--- config.mk ---
export PLATFORM = sky130hd
export DESIGN_NAME = ecc_mem_ctrl
export DESIGN_NICKNAME = d
export VERILOG_FILES = /design/src/common/ecc_pkg.sv /design/src/ecc_mem/ecc_mem_ctrl.sv
export SDC_FILE = /design/constraint.sdc
export NUM_CORES = 1
export LEC_CHECK = 0
export BUFFER_PORTS_ARGS = -buffer_cell sky130_fd_sc_hd__buf_2
export CORE_ASPECT_RATIO = 2
export CORE_MARGIN = 2
export CORE_UTILIZATION = 40
export DETAILED_ROUTE_END_ITERATION = 10
export MAX_ROUTING_LAYER = met4
export PLACE_DENSITY_LB_ADDON = 0.25
export SYNTH_ARGS = -nofsm -noshare
export SYNTH_HDL_FRONTEND = slang
export SYNTH_SLANG_ARGS = --single-unit
--- constraint.sdc ---
create_clock -name clk -period 3.5 [get_ports clk]
set_input_delay 1.05 -clock clk [delete_from_list [all_inputs] [get_ports clk]]
set_output_delay 1.05 -clock clk [all_outputs]
set_load 0.03 [all_outputs]
--- src/common/ecc_pkg.sv ---
package ecc_pkg;

	// Default geometry of the protected memory
	parameter int DEFAULT_DATA_BITS = 64;
	parameter int DEFAULT_ADDR_BITS = 4;

	// Read result as seen by the host
	typedef enum logic [1:0] {
		ECC_OK,
		ECC_CORRECTED,
		ECC_UNCORRECTABLE
	} ecc_status_t;

	// Hamming check bits, one per syndrome bit
	function automatic int fec_bits(input int data_bits);
		return $clog2(data_bits) + 1;
	endfunction

	// Data plus check bits plus the global parity bit at position 0
	function automatic int block_bits(input int data_bits);
		return data_bits + fec_bits(data_bits) + 1;
	endfunction

	// Codeword position of data bit idx
	// Walks up from 3 and skips the powers of two, which hold check bits
	function automatic int data_pos(input int data_bits, input int idx);
		int pos;
		int cnt;
		pos = 0;
		cnt = 0;
		for (int p = 3; p < block_bits(data_bits); p++) begin
			if ((p & (p - 1)) != 0) begin
				if (cnt == idx)
					pos = p;
				cnt = cnt + 1;
			end
		end
		return pos;
	endfunction

endpackage

--- src/ecc_mem/ecc_mem_ctrl.sv ---
`timescale 1ns/1ps

module ecc_mem_ctrl #(
	parameter int DATA_BITS = ecc_pkg::DEFAULT_DATA_BITS,
	parameter int ADDR_BITS = ecc_pkg::DEFAULT_ADDR_BITS,
	localparam int BLOCK_BITS = ecc_pkg::block_bits(DATA_BITS)
)(
	input logic clk,
	input logic rst,
	input logic wr_en,
	input logic rd_en,
	input logic [ADDR_BITS-1:0] addr,
	input logic [DATA_BITS-1:0] wr_data,
	input logic [BLOCK_BITS-1:0] inj_mask,
	input logic scrub_en,
	input logic code_valid,
	input logic dec_valid,
	input logic [DATA_BITS-1:0] dec_data,
	input logic correctable_err,
	input logic uncorrectable_err,
	output logic enc_en,
	output logic [DATA_BITS-1:0] enc_data,
	output logic mem_we,
	output logic [ADDR_BITS-1:0] mem_waddr,
	output logic [BLOCK_BITS-1:0] mem_inj,
	output logic mem_re,
	output logic [ADDR_BITS-1:0] mem_raddr,
	output logic rd_valid,
	output logic [DATA_BITS-1:0] rd_data,
	output ecc_pkg::ecc_status_t rd_status,
	output logic [15:0] corr_count,
	output logic [15:0] uncorr_count
);

	// Write side, stage 1 sits beside the encoder input
	logic [ADDR_BITS-1:0] enc_addr;
	logic enc_host;
	logic [BLOCK_BITS-1:0] enc_mask;
	// Stage 2 sits beside the encoder output
	logic [ADDR_BITS-1:0] code_addr;
	logic code_host;
	logic [BLOCK_BITS-1:0] code_mask;
	// One-entry scrub holding register
	logic pend_valid;
	logic [DATA_BITS-1:0] pend_data;
	logic [ADDR_BITS-1:0] pend_addr;
	// Read address beside storage output and decoder output
	logic [ADDR_BITS-1:0] rcode_addr;
	logic [ADDR_BITS-1:0] dec_addr;
	logic scrub_req;
	ecc_pkg::ecc_status_t dec_status;

	// Corrected word goes back to where it came from
	assign scrub_req = scrub_en && dec_valid && correctable_err;

	always_ff @(posedge clk) begin
		if (rst) begin
			enc_en <= 1'b0;
			pend_valid <= 1'b0;
		end else begin
			enc_en <= wr_en || scrub_req || pend_valid;
			// Host write wins, scrub parks unless the host is overwriting that word
			if (wr_en)
				pend_valid <= scrub_req ? (dec_addr != addr) : (pend_valid && (pend_addr != addr));
			else
				pend_valid <= 1'b0;
		end
	end

	always_ff @(posedge clk) begin
		if (wr_en) begin
			enc_data <= wr_data;
			enc_addr <= addr;
			enc_host <= 1'b1;
			enc_mask <= inj_mask;
		end else if (scrub_req) begin
			// Newer scrub goes first, an older pending one is dropped
			enc_data <= dec_data;
			enc_addr <= dec_addr;
			enc_host <= 1'b0;
		end else if (pend_valid) begin
			enc_data <= pend_data;
			enc_addr <= pend_addr;
			enc_host <= 1'b0;
		end
		if (scrub_req) begin
			pend_data <= dec_data;
			pend_addr <= dec_addr;
		end
		code_addr <= enc_addr;
		code_host <= enc_host;
		code_mask <= enc_mask;
	end

	assign mem_we = code_valid;
	assign mem_waddr = code_addr;
	// Injection only on host writes so a scrub stores a clean word
	assign mem_inj = code_host ? code_mask : '0;

	// Read issue plus address tracking for the scrub target
	always_ff @(posedge clk) begin
		if (rst)
			mem_re <= 1'b0;
		else
			mem_re <= rd_en;
		mem_raddr <= addr;
		rcode_addr <= mem_raddr;
		dec_addr <= rcode_addr;
	end

	always_comb begin
		if (correctable_err)
			dec_status = ecc_pkg::ECC_CORRECTED;
		else if (uncorrectable_err)
			dec_status = ecc_pkg::ECC_UNCORRECTABLE;
		else
			dec_status = ecc_pkg::ECC_OK;
	end

	// Counters move in the same cycle rd_valid shows the status
	always_ff @(posedge clk) begin
		if (rst) begin
			rd_valid <= 1'b0;
			corr_count <= '0;
			uncorr_count <= '0;
		end else begin
			rd_valid <= dec_valid;
			if (dec_valid && correctable_err && (corr_count != '1))
				corr_count <= corr_count + 16'd1;
			if (dec_valid && uncorrectable_err && (uncorr_count != '1))
				uncorr_count <= uncorr_count + 16'd1;
		end
		rd_data <= dec_data;
		rd_status <= dec_status;
	end

	a_no_rd_wr: assert property (@(posedge clk) disable iff (rst) !(wr_en && rd_en));
	// Address pipeline and encoder latency stay in step
	a_we_align: assert property (@(posedge clk) disable iff (rst) mem_we == $past(enc_en));

endmodule

# --- Word level (Yosys, flattened, before mapping) ---
# Cells that the tools add are included.
totals:
  register_bits: 400
  inputBits: 213
  out_inout_bits: 246
  elab_cells: 50
classes:
  n_addsub: 2
  eq_ne: 4
  mux: 11
  bitwise_logic: 1
  reduce_logical: 12
op_table:
  columns: ["operator", "n"]
  rows:
  - ["$mux W64", 3]
  - ["$mux W72", 1]
  - ["$add A16 B1 Y16 const B", 2]
  - ["$ne A16 B16 Y1 const B", 2]
  - ["$mux W4", 3]
  - ["$ne A4 B4 Y1", 2]
  - ["$logic_and A1 B1 Y1", 7]
  - ["$mux W1", 3]
  - ["$reduce_bool A3 Y1", 1]
  - ["$logic_or A1 B1 Y1", 2]
  - ["$mux W2", 1]
  - ["$reduce_bool A2 Y1", 1]
  - ["$reduce_or A2 Y1", 1]
  - ["$not A1 Y1", 1]

# --- Logic depth before layout (Yosys ltp) ---
# Gate-level depths: netlist (run 1).
logic_depth:
  depth_word: 4
  mapped_depth: 6
  mapped_depth_nobuf: 5

# --- Worst setup path after synthesis (run 1) ---
# No wires, ideal clock.
synth_timing:
  kind: "input port to flip-flop"
  start: "input correctable_err"
  end: "register enc_addr[0], enable pin"
  setup_time_ps: 429
  arrival_time_ps: 2959
  required_time_ps: 3071
  slack_ps: 112
  path_stages: 3
  path_buffers: 1
  path_cell_list: "and3_1 > clkbuf_1 > or3_1"
synth_via:
  elab_chain_len: 2
synth_rtl:
  columns: ["item", "line", "rtl"]
  rows:
  - ["from (decl)", "ecc_mem_ctrl.sv:19", "input logic correctable_err,"]
  - ["$logic_and A1 B1 Y1", "ecc_mem_ctrl.sv:54", "assign scrub_req = scrub_en && dec_valid && correctable_err;"]
  - ["$reduce_bool A3 Y1 (no line)", null, null]
  - ["to (signal assigned)", "ecc_mem_ctrl.sv:73", "enc_addr <= addr;"]
  - ["to (signal assigned)", "ecc_mem_ctrl.sv:79", "enc_addr <= dec_addr;"]
  - ["to (signal assigned)", "ecc_mem_ctrl.sv:83", "enc_addr <= pend_addr;"]
  - ["to (decl)", "ecc_mem_ctrl.sv:36", "logic [ADDR_BITS-1:0] enc_addr;"]
# Every way passes these cells.
# A chain may end at the register's enable or synchronous reset.

# --- Worst setup path in the final report (run 1) ---
layout_timing:
  start: "register code_host"
  end: "output mem_inj[67]"
layout_via:
  elab_chain_len: 1
layout_rtl:
  columns: ["item", "line", "rtl"]
  rows:
  - ["from (decl)", "ecc_mem_ctrl.sv:41", "logic code_host;"]
  - ["from (signal assigned)", "ecc_mem_ctrl.sv:91", "code_host <= enc_host;"]
  - ["$mux W72", "ecc_mem_ctrl.sv:98", "assign mem_inj = code_host ? code_mask : '0;"]
  - ["to (decl)", "ecc_mem_ctrl.sv:25", "output logic [BLOCK_BITS-1:0] mem_inj,"]
# Every way passes these cells.

==> impl_metrics.env, run 1 <==
export IMPL_synth_enable_flop_cells=208
export IMPL_fraction_of_layout_instances_using_a_drive_strength_above_1_pct=38.85
export IMPL_seq_power_share_pct=50.7
export IMPL_n_fill_cell=2871
export IMPL_run_status="finished clean"
export IMPL_ys_types=47
export IMPL_cts_root_buf="sky130_fd_sc_hd__clkbuf_16"
export IMPL_cts_htree_levels=2
export IMPL_worstSetupEndpointType="primary output"
export IMPL_layout_cells_most_common_list="455 x sky130_fd_sc_hd__buf_2, 208 x sky130_fd_sc_hd__edfxtp_1, 192 x sky130_fd_sc_hd__dfxtp_1"
export IMPL_worst_clock_skew_ps=11.36
export IMPL_die_wd_um=132.4
export IMPL_die_height_um=260.8
export IMPL_drtIter0Drc=356
export IMPL_worst_pin_slew_ps=850.6
export IMPL_post_place_cells=1755
export IMPL_seq_area_frac_synth_pct=76.49
export IMPL_worstPathRequired_ps=2450
export IMPL_async_reset_ff_share_pct=0
export IMPL_layout_area_seq_um2=10090
export IMPL_synth_avg_cell_area_um2=14.69
export IMPL_design_power_total_mw=10.52
export IMPL_multi_input_comb_area_um2=2917
export IMPL_routed_vias_inst=4.734
export IMPL_place_port_buffers=456
export IMPL_clk_insertion_delay_late_ps=520
export IMPL_swShare_pct=23.82
export IMPL_final_min_clock_period_ps=2783
export IMPL_hpwlAfterDp_um=23380
export IMPL_std_cell_rows=94
export IMPL_crit_path_max_incr_delay_ps=420
export IMPL_cts_sink_count=400
export IMPL_synth_warning_count=0
export IMPL_hold_viol=0
export IMPL_max_freq_mhz=359.3
export IMPL_area_growth_pct=30.85
export IMPL_final_min_period_over_clock_period_pct=79.51
export IMPL_layout_commonest_cell="sky130_fd_sc_hd__buf_2"
export IMPL_detail_route_first_pass_iterations=4
export IMPL_grt_antenna_before_repair=10
export IMPL_power_density_cell_area_nw_per_um2=609.6
export IMPL_tritoncts_clock_tree="done"
export IMPL_cp_start_kind="flop"
export IMPL_grt_pass1_vias=8642
export IMPL_ys_ff_latch=400
export IMPL_die_area_um2=34530
export IMPL_total_switching_power_mw=2.507
export IMPL_start_util_pct=40.34
export IMPL_globalplace_congestion=0.8301
export IMPL_cp_top_family="buffers and inverters"
export IMPL_slew_headroom_pct=43.30
export IMPL_netlist_instances=898
export IMPL_cp_arrival_ps=1730
export IMPL_remaining_drc_errors=0
export IMPL_maxCapViolations=0
export IMPL_critical_path_cell_chain="buf_4 -> and2_1 -> buf_2"
export IMPL_gr_usage_all_layers_pct=18.52
export IMPL_numCtsBuffers=37
export IMPL_grt_pass1_wl_um=47930
export IMPL_cell_internal_pwr_mw=8.015
export IMPL_p_clk_share_pct=39.1
export IMPL_cts_setup_buffers=0
export IMPL_drt_wl_total_um=32370
export IMPL_cts_hold_fix_buffers=0
export IMPL_synthFlopType="sky130_fd_sc_hd__edfxtp_1"
export IMPL_wl_per_cell_um=17.68
export IMPL_critPathBufInv=2
export IMPL_io_pins=459
export IMPL_timing_final_setup_violations=0
export IMPL_post_layout_nonfiller_instances=1831
export IMPL_cp_max_fo=72
export IMPL_netlist_area_before_placement_um2=13190
export IMPL_synthesis_nets=1113
export IMPL_maxSlewViolCount=0
export IMPL_worst_r2r_setup_slack_ps=1460
export IMPL_vias=8668
export IMPL_hold_path_class="reg -> reg"
export IMPL_gr_total_overflow=0
export IMPL_clk_transition_reported_paths_ps=60
export IMPL_cellLeakagePower_nw=7.076
export IMPL_combPwrFrac_pct=10.2
export IMPL_cts_resized=0
export IMPL_grt_start_max_net_pins=145
export IMPL_setup_tns_final_ps=0
export IMPL_core_area_um2=32700
export IMPL_ir_worst_vdd_mv=0.5222
export IMPL_critical_path_class="reg -> out"
export IMPL_critical_path_slowest_cell="sky130_fd_sc_hd__buf_4"
export IMPL_drt_antenna_violating_nets=0
export IMPL_layout_nets=1577
export IMPL_clockBufferDepth=3
export IMPL_unrepaired_setup_endpoints_after_global_routing="no"
[metal layers]
| layer | share of wire (%) | wire length, um | vias up | track usage (%) |
|---|---|---|---|---|
| li1 | - | - | 4168 | - |
| met1 | 37 | 11950 | 4083 | 19.15 |
| met2 | 52 | 16770 | 349 | 32.40 |
| met3 | 7.6 | 2454 | 68 | 5.342 |
| met4 | 3.7 | 1192 | 0 | 8.542 |
| met5 | 0 | 0 | - | - |
[state kept, by name, summed over array words and instances (netlist names)]
signal,cells
code_host,1
code_mask,72
corr_count,16
dec_addr,4
enc_addr,4
enc_data,64
enc_en,1
enc_host,1
enc_mask,72
mem_raddr,4
mem_re,1
mem_waddr,4
pend_addr,4
pend_data,64
pend_valid,1
rcode_addr,4
rd_data,64
rd_status,2
rd_valid,1
uncorr_count,16
[power by group through the flow]
stage / logic, mW / clock network, mW / registers (mW)
detailed placement: 1.09 / 0 / 5.43
global placement: 1.08 / 0 / 5.42
global route: 1.15 / 4.39 / 5.36
CTS: 1.09 / 4.24 / 5.33
finish: 1.08 / 4.11 / 5.33
floorplan: 0.401 / 0 / 5.66
[Yosys cell counts (3+ instances only)]
cell type                    n  area (um^2)
sky130_fd_sc_hd__edfxtp_1  208         6246
sky130_fd_sc_hd__dfxtp_1   192         3844
sky130_fd_sc_hd__nand2_1    81        304.0
sky130_fd_sc_hd__and2_1     75        469.2
sky130_fd_sc_hd__o21ai_0    74        370.4
sky130_fd_sc_hd__mux2i_1    70        700.7
sky130_fd_sc_hd__clkbuf_1   29        108.9
sky130_fd_sc_hd__a21oi_1    18        90.09
sky130_fd_sc_hd__nor2_1     17        63.81
sky130_fd_sc_hd__nor2b_1    13        81.33
sky130_fd_sc_hd__nand4_1    12        75.07
sky130_fd_sc_hd__o31ai_1    11        82.58
sky130_fd_sc_hd__mux2_2      9        101.4
sky130_fd_sc_hd__or4_1       9        67.56
sky130_fd_sc_hd__buf_2       8        40.04
sky130_fd_sc_hd__nand3_1     7        35.03
sky130_fd_sc_hd__nor4_1      7        43.79
sky130_fd_sc_hd__inv_1       5        18.77
sky130_fd_sc_hd__or3_1       5        31.28
sky130_fd_sc_hd__xnor2_1     5        43.79
sky130_fd_sc_hd__and3_1      4        25.02
sky130_fd_sc_hd__xor2_1      4        35.03
sky130_fd_sc_hd__a31oi_1     3        18.77
sky130_fd_sc_hd__nand2b_1    3        18.77
[cells by family after synthesis]
family,after synthesis,share of synthesized area [%]
AND/OR/NAND/NOR,249,10.35
flip-flops,400,76.49
buffers and inverters,45,1.470
XOR/XNOR,9,0.5976
adder cells (fa/ha/maj),2,0.1897
AO/OA/AOI/OAI,113,4.734
multiplexers,80,6.166
[path summary, 6_finish.rpt]
kind                                       to     startpoint  cells past startpoint
worst min register to register    dec_addr[0]  rcode_addr[0]                      0
worst max-delay path              mem_inj[67]      code_host                      3
worst min-delay path              dec_addr[0]  rcode_addr[0]                      0
worst max register to register  corr_count[0]  corr_count[0]                      5
[worst reg2reg max path, stage by stage (launching register included)]
cell and delay [ps]:
sky130_fd_sc_hd__dfxtp_1 450, sky130_fd_sc_hd__ha_1 230, sky130_fd_sc_hd__nand3_1 160, sky130_fd_sc_hd__nor4_2 530, sky130_fd_sc_hd__a31oi_1 240, sky130_fd_sc_hd__mux2_2 310
[area by class of cell]
cell class,instances,share of cell area [%]
flip-flops and latches,400,58.46
multi-input cells,453,16.90
diodes,9,0.1305
inverters,5,0.1087
repair buffers,465,13.94
clock buffers,53,6.372
clock inverters,14,0.9569
well taps,432,3.132
[metrics by stage]
| stage | area (um^2) | util [%] | setup WS, ps | hold slack [ps] |
|---|---|---|---|---|
| floorplan | 13190 | - | 111.6 | 309.6 |
| finish | 17260 | 52.79 | 717.0 | 333.3 |
| global placement | 15970 | 48.85 | 670.0 | 311.1 |
| global route | 17260 | 52.79 | 548.9 | 340.7 |
| CTS | 17240 | 52.72 | 649.3 | 334.1 |
| detailed placement | 15970 | 48.85 | 629.8 | 314.7 |
No activity file was read; power rests on OpenSTA's default activity.
==> inputs of run 2 (changes only) <==
ABC_AREA = 1   (was not set)
clock period = 2.9 ns   (was 3.5 ns; I/O delays follow)
==> impl_metrics.env, run 2 <==
export IMPL_gr_usage_all_layers_pct=20.72
export IMPL_numCtsBuffers=36
export IMPL_drt_antenna_violating_nets=0
export IMPL_run_status="finished clean"
export IMPL_critical_path_class="reg -> out"
export IMPL_layout_cells_most_common_list="455 x sky130_fd_sc_hd__buf_2, 223 x sky130_fd_sc_hd__nand2_1, 208 x sky130_fd_sc_hd__edfxtp_1"
export IMPL_synthMostInstantiatedCell="sky130_fd_sc_hd__nand2_1"
export IMPL_io_pins=459
export IMPL_place_port_buffers=456
export IMPL_max_freq_mhz=372.1
export IMPL_finish_utilization_pct=52.47
export IMPL_synth_avg_cell_area_um2=11.65
export IMPL_die_height_um=262.7
export IMPL_detail_route_first_pass_iterations=5
export IMPL_drtIter0Drc=413
export IMPL_worstPathRequired_ps=2030
export IMPL_cts_sink_count=400
export IMPL_cp_max_fo=50
export IMPL_die_wd_um=133.3
export IMPL_grt_pass1_wl_um=54610
export IMPL_synthesis_nets=1364
export IMPL_n_fill_cell=2947
export IMPL_globalplace_congestion=0.8882
export IMPL_worstSetupEndpointType="primary output"
export IMPL_die_area_um2=35020
export IMPL_worst_pin_slew_ps=801.1
export IMPL_synth_top_cell_area_share_pct=46.68
export IMPL_cts_hold_fix_buffers=0
export IMPL_cts_resized=0
export IMPL_gr_total_overflow=0
export IMPL_layout_nets=1825
export IMPL_async_reset_ff_share_pct=0
export IMPL_synth_enable_flop_cells=208
export IMPL_netlist_instances=1149
export IMPL_cellLeakagePower_nw=7.913
export IMPL_grt_pass1_vias=9863
export IMPL_cts_htree_levels=2
export IMPL_global_route_usage_met2_pct=37.27
export IMPL_globalRoute_busiestLayer="met2"
export IMPL_remaining_drc_errors=0
export IMPL_power_density_cell_area_nw_per_um2=712.8
export IMPL_clk_insertion_delay_late_ps=530
export IMPL_hold_viol=0
export IMPL_wl_per_cell_um=17.29
export IMPL_post_synth_main_area_contributors="sky130_fd_sc_hd__edfxtp_1 47%, sky130_fd_sc_hd__dfxtp_1 29%, sky130_fd_sc_hd__nand2_1 6.3%"
export IMPL_maxCapViolations=0
export IMPL_synthFlopType="sky130_fd_sc_hd__edfxtp_1"
export IMPL_worst_clock_skew_ps=8.718
export IMPL_cp_start_kind="flop"
export IMPL_core_area_um2=32930
export IMPL_grt_start_max_net_pins=142
export IMPL_post_synth_most_frequent_cells="223 x sky130_fd_sc_hd__nand2_1, 208 x sky130_fd_sc_hd__edfxtp_1, 192 x sky130_fd_sc_hd__dfxtp_1, 155 x sky130_fd_sc_hd__a21oi_1, 146 x sky130_fd_sc_hd__nor2_1"
export IMPL_biggestRegsByFlops="code_mask: 72 flops, enc_mask: 72 flops"
export IMPL_clk_transition_reported_paths_ps=60
export IMPL_fraction_of_layout_instances_using_a_drive_strength_above_1_pct=33.46
export IMPL_unrepaired_setup_endpoints_after_global_routing="no"
export IMPL_cts_root_buf="sky130_fd_sc_hd__clkbuf_16"
export IMPL_cts_setup_buffers=0
export IMPL_maxSlewViolCount=0
export IMPL_ys_ff_latch=400
export IMPL_worst_r2r_setup_slack_ps=1170
export IMPL_seq_area_frac_synth_pct=75.40
export IMPL_layout_commonest_cell="sky130_fd_sc_hd__buf_2"
export IMPL_final_min_period_over_clock_period_pct=92.67
export IMPL_final_min_clock_period_ps=2687
export IMPL_vias=9724
export IMPL_area_growth_pct=29.12
export IMPL_synth_warning_count=0
export IMPL_hold_path_class="reg -> reg"
export IMPL_cp_arrival_ps=1820
export IMPL_slew_headroom_pct=46.59
export IMPL_setup_tns_final_ps=0
export IMPL_ir_worst_vdd_mv=0.6605
export IMPL_routed_vias_inst=4.686
export IMPL_grt_antenna_before_repair=5
export IMPL_std_cell_rows=94
export IMPL_grt_use_met3_pct=4.360
export IMPL_tritoncts_clock_tree="done"
export IMPL_netlist_area_before_placement_um2=13380
export IMPL_ys_types=28
export IMPL_netlist_top_cell_by_area="sky130_fd_sc_hd__edfxtp_1"
export IMPL_clockBufferDepth=3
export IMPL_hpwlAfterDp_um=26000
export IMPL_drt_wl_total_um=35870
export IMPL_timing_final_setup_violations=0
export IMPL_start_util_pct=40.63
export IMPL_gr_usage_met1_pct=21.58
[run 2: cell families (layout without fill, tap and decap cells)]
family,count (synthesis),count (layout),synth area share [%]
DFF,400,400,75.40
xor gates and xnor gates,5,5,0.3272
adders and majority gates,2,2,0.1870
other,0,5,0
and+or+nand+nor,425,425,13.00
AOI/OAI and AO/OA,167,167,6.358
buffers and inverters,150,639,4.731
[run 2: power by group]
part	switching, mW	total (mW)	internal, mW
registers	0.0977	6.44	6.34
clock network	2.07	4.51	2.43
logic	0.975	1.37	0.396
total	3.15	12.3	9.17
[run 2: area by class of cell]
type | count | area (um^2) | area share, %
Clock inverter | 17 | 107.6 | 0.6228
Multi-Input combinational cell | 599 | 2676 | 15.49
Tap cell | 432 | 540.5 | 3.128
Sequential cell | 400 | 10090 | 58.40
Inverter | 105 | 396.6 | 2.296
Timing Repair Buffer | 468 | 2462 | 14.25
Clock buffer | 49 | 991.0 | 5.735
Antenna cell | 5 | 12.51 | 0.07242
[run 2: routing by layer]
metal | wire, um | part of all wire, %
met5 | 0 | 0
met4 | 1493 | 4.2
met3 | 2558 | 7.1
met2 | 19030 | 53
met1 | 12780 | 36
[run 2: path summary, 6_finish.rpt]
kind | depth (start not counted) | to | startpoint
hold reg to reg | 0 | dec_addr[1] | rcode_addr[1]
setup / recovery | 4 | mem_inj[11] | code_host
hold / removal | 0 | dec_addr[1] | rcode_addr[1]
setup reg to reg | 6 | corr_count[9] | corr_count[0]
[run 2: through the flow]
stage	instance area, um^2	instances	hold WS [ps]	power [mW]	setup slack, ps
final	17280	2075	323.9	12.32	212.7
after global routing	17280	2075	332.3	12.78	93.71
after CTS	17270	2070	322.7	12.47	173.3
after detailed placement	16170	2004	312.1	7.951	447.3
after global placement	16170	2004	312.0	7.923	526.2
after floorplan	13390	1149	309.6	7.360	370.6
[run 2: critical path, stage by stage (launching register included)]
cell and delay, ps:
sky130_fd_sc_hd__dfxtp_2 610, sky130_fd_sc_hd__buf_12 270, sky130_fd_sc_hd__nand2_1 80, sky130_fd_sc_hd__inv_1 90, sky130_fd_sc_hd__buf_2 200
==> inputs of run 3 (changes only) <==
REMOVE_ABC_BUFFERS = 1   (was not set)
==> impl_metrics.env, run 3 (synthesis gave the netlist of run 2 again) <==
export IMPL_run_status="finished clean"
export IMPL_worstSetupEndpointType="primary output"
export IMPL_r2r_start="corr_count[1]"
export IMPL_hold_path_cell_count=0
export IMPL_drtIter0Drc=382
export IMPL_die_height_um=262.7
export IMPL_post_place_cells=2008
export IMPL_grt_pass1_wl_um=51720
export IMPL_timing_reg2reg_worst_path_depth=6
export IMPL_drt_wl_total_um=33900
export IMPL_worst_pin_slew_ps=753.1
export IMPL_biggestRegsByFlops="code_mask: 72 flops, enc_mask: 72 flops"
export IMPL_max_freq_mhz=387.2
export IMPL_place_port_buffers=456
export IMPL_preCtsSetupSlack_ps=511.8
export IMPL_start_util_pct=40.63
export IMPL_tritoncts_clock_tree="done"
export IMPL_layout_cells_most_common_list="455 x sky130_fd_sc_hd__buf_2, 223 x sky130_fd_sc_hd__nand2_1, 208 x sky130_fd_sc_hd__edfxtp_1"
export IMPL_area_growth_pct=30.12
export IMPL_die_area_um2=35020
export IMPL_core_area_um2=32930
export IMPL_hold_slack_ps=318.3
export IMPL_critical_path_reg2reg_endpoint="corr_count[13]"
export IMPL_critical_path_class="reg -> out"
export IMPL_hold_viol=0
export IMPL_cts_hold_fix_buffers=0
export IMPL_cts_setup_buffers=0
export IMPL_detail_route_first_pass_iterations=5
export IMPL_clk_transition_reported_paths_ps=70
export IMPL_cp_max_fo=29
export IMPL_globalplace_congestion=0.8438
export IMPL_clockBufferDepth=3
export IMPL_drt_antenna_violating_nets=0
export IMPL_cts_root_buf="sky130_fd_sc_hd__clkbuf_16"
export IMPL_post_layout_nonfiller_instances=2084
export IMPL_grt_pass1_vias=9684
export IMPL_gr_total_overflow=0
export IMPL_fin_ws_ps=317.0
export IMPL_design_power_total_mw=12.58
export IMPL_routed_vias_inst=4.636
export IMPL_slew_headroom_pct=49.80
export IMPL_cp_arrival_ps=1710
export IMPL_timing_final_setup_violations=0
export IMPL_remaining_drc_errors=0
export IMPL_finish_utilization_pct=52.87
export IMPL_hold_path_startpoint="rcode_addr[3]"
export IMPL_vias=9661
export IMPL_final_min_period_over_clock_period_pct=89.07
export IMPL_final_min_clock_period_ps=2583
export IMPL_final_cell_area_um2=17410
export IMPL_maxSlewViolCount=0
export IMPL_worst_clock_skew_ps=19.52
export IMPL_maxCapViolations=0
export IMPL_grt_start_max_net_pins=121
export IMPL_fraction_of_layout_instances_using_a_drive_strength_above_1_pct=33.70
export IMPL_layout_commonest_cell="sky130_fd_sc_hd__buf_2"
export IMPL_clk_insertion_delay_late_ps=540
export IMPL_placement_cell_area_um2=16200
export IMPL_layout_nets=1829
export IMPL_worstPathRequired_ps=2030
export IMPL_cp_start_kind="flop"
export IMPL_hold_path_end="dec_addr[3]"
export IMPL_cellLeakagePower_nw=7.977
export IMPL_std_cell_rows=94
export IMPL_gr_usage_all_layers_pct=19.37
export IMPL_die_wd_um=133.3
export IMPL_wl_per_cell_um=16.27
export IMPL_cts_htree_levels=2
export IMPL_io_pins=459
export IMPL_worst_r2r_setup_slack_ps=1160
export IMPL_numCtsBuffers=36
export IMPL_unrepaired_setup_endpoints_after_global_routing="no"
export IMPL_setup_tns_final_ps=0
export IMPL_cts_resized=0
export IMPL_cts_sink_count=400
export IMPL_ir_worst_vdd_mv=0.5690
export IMPL_grt_antenna_before_repair=10
export IMPL_power_density_cell_area_nw_per_um2=722.5
export IMPL_hpwlAfterDp_um=24190
export IMPL_hold_path_class="reg -> reg"
==> run 3: cell types whose count changed in the layout (fill, tap and decap cells not counted), sizes merged <==
cell	delta
bufinv	+2
inv	-3
buf	+4
clkbuf	+1
clkinv	+1
clkinvlp	-2
diode	+6
==> run 3: final cells by class <==
cell class | count | area, um^2
Clock inverter | 15 | 141.4
Clock buffer | 50 | 1047
Tap cell | 432 | 540.5
Timing Repair Buffer | 472 | 2496
Antenna cell | 11 | 27.53
Sequential cell | 400 | 10090
Multi-Input combinational cell | 599 | 2671
Inverter | 105 | 396.6
Fill cell | 2915 | 15520
==> run 3: worst max path at each step <==
stage,start,endpoint,slack [ps],cells after the start
2_1_floorplan,correctable_err,enc_addr[0],-1540,4
3_3_place_gp,correctable_err,enc_data[41],580,8
3_5_place_dp,correctable_err,enc_data[52],510,8
4_1_cts,code_host,mem_inj[69],270,4
5_1_grt,code_host,mem_inj[51],210,4
6_report,code_host,mem_inj[61],320,4
==> run 3: layer usage <==
| layer | track usage (%) | up-vias | wire [um] |
|---|---|---|---|
| li1 | - | 4721 | - |
| met1 | 20.54 | 4488 | 12540 |
| met2 | 34.42 | 380 | 17790 |
| met3 | 3.858 | 72 | 2110 |
| met4 | 8.798 | 0 | 1463 |
| met5 | - | - | 0 |
==> run 3: critical path, stage by stage, from the launching register on <==
cell                      delay (ps)
sky130_fd_sc_hd__dfxtp_2         600
sky130_fd_sc_hd__buf_12          240
sky130_fd_sc_hd__nand2_1          60
sky130_fd_sc_hd__inv_1            70
sky130_fd_sc_hd__buf_2           200
==> run 3: power breakdown <==
part | internal, mW | switching [mW] | leakage (nW) | total, mW
logic | 0.399 | 0.960 | 3.79 | 1.36
registers | 6.34 | 0.101 | 3.60 | 6.44
clock network | 2.73 | 2.05 | 0.588 | 4.78
total | 9.47 | 3.11 | 7.98 | 12.6
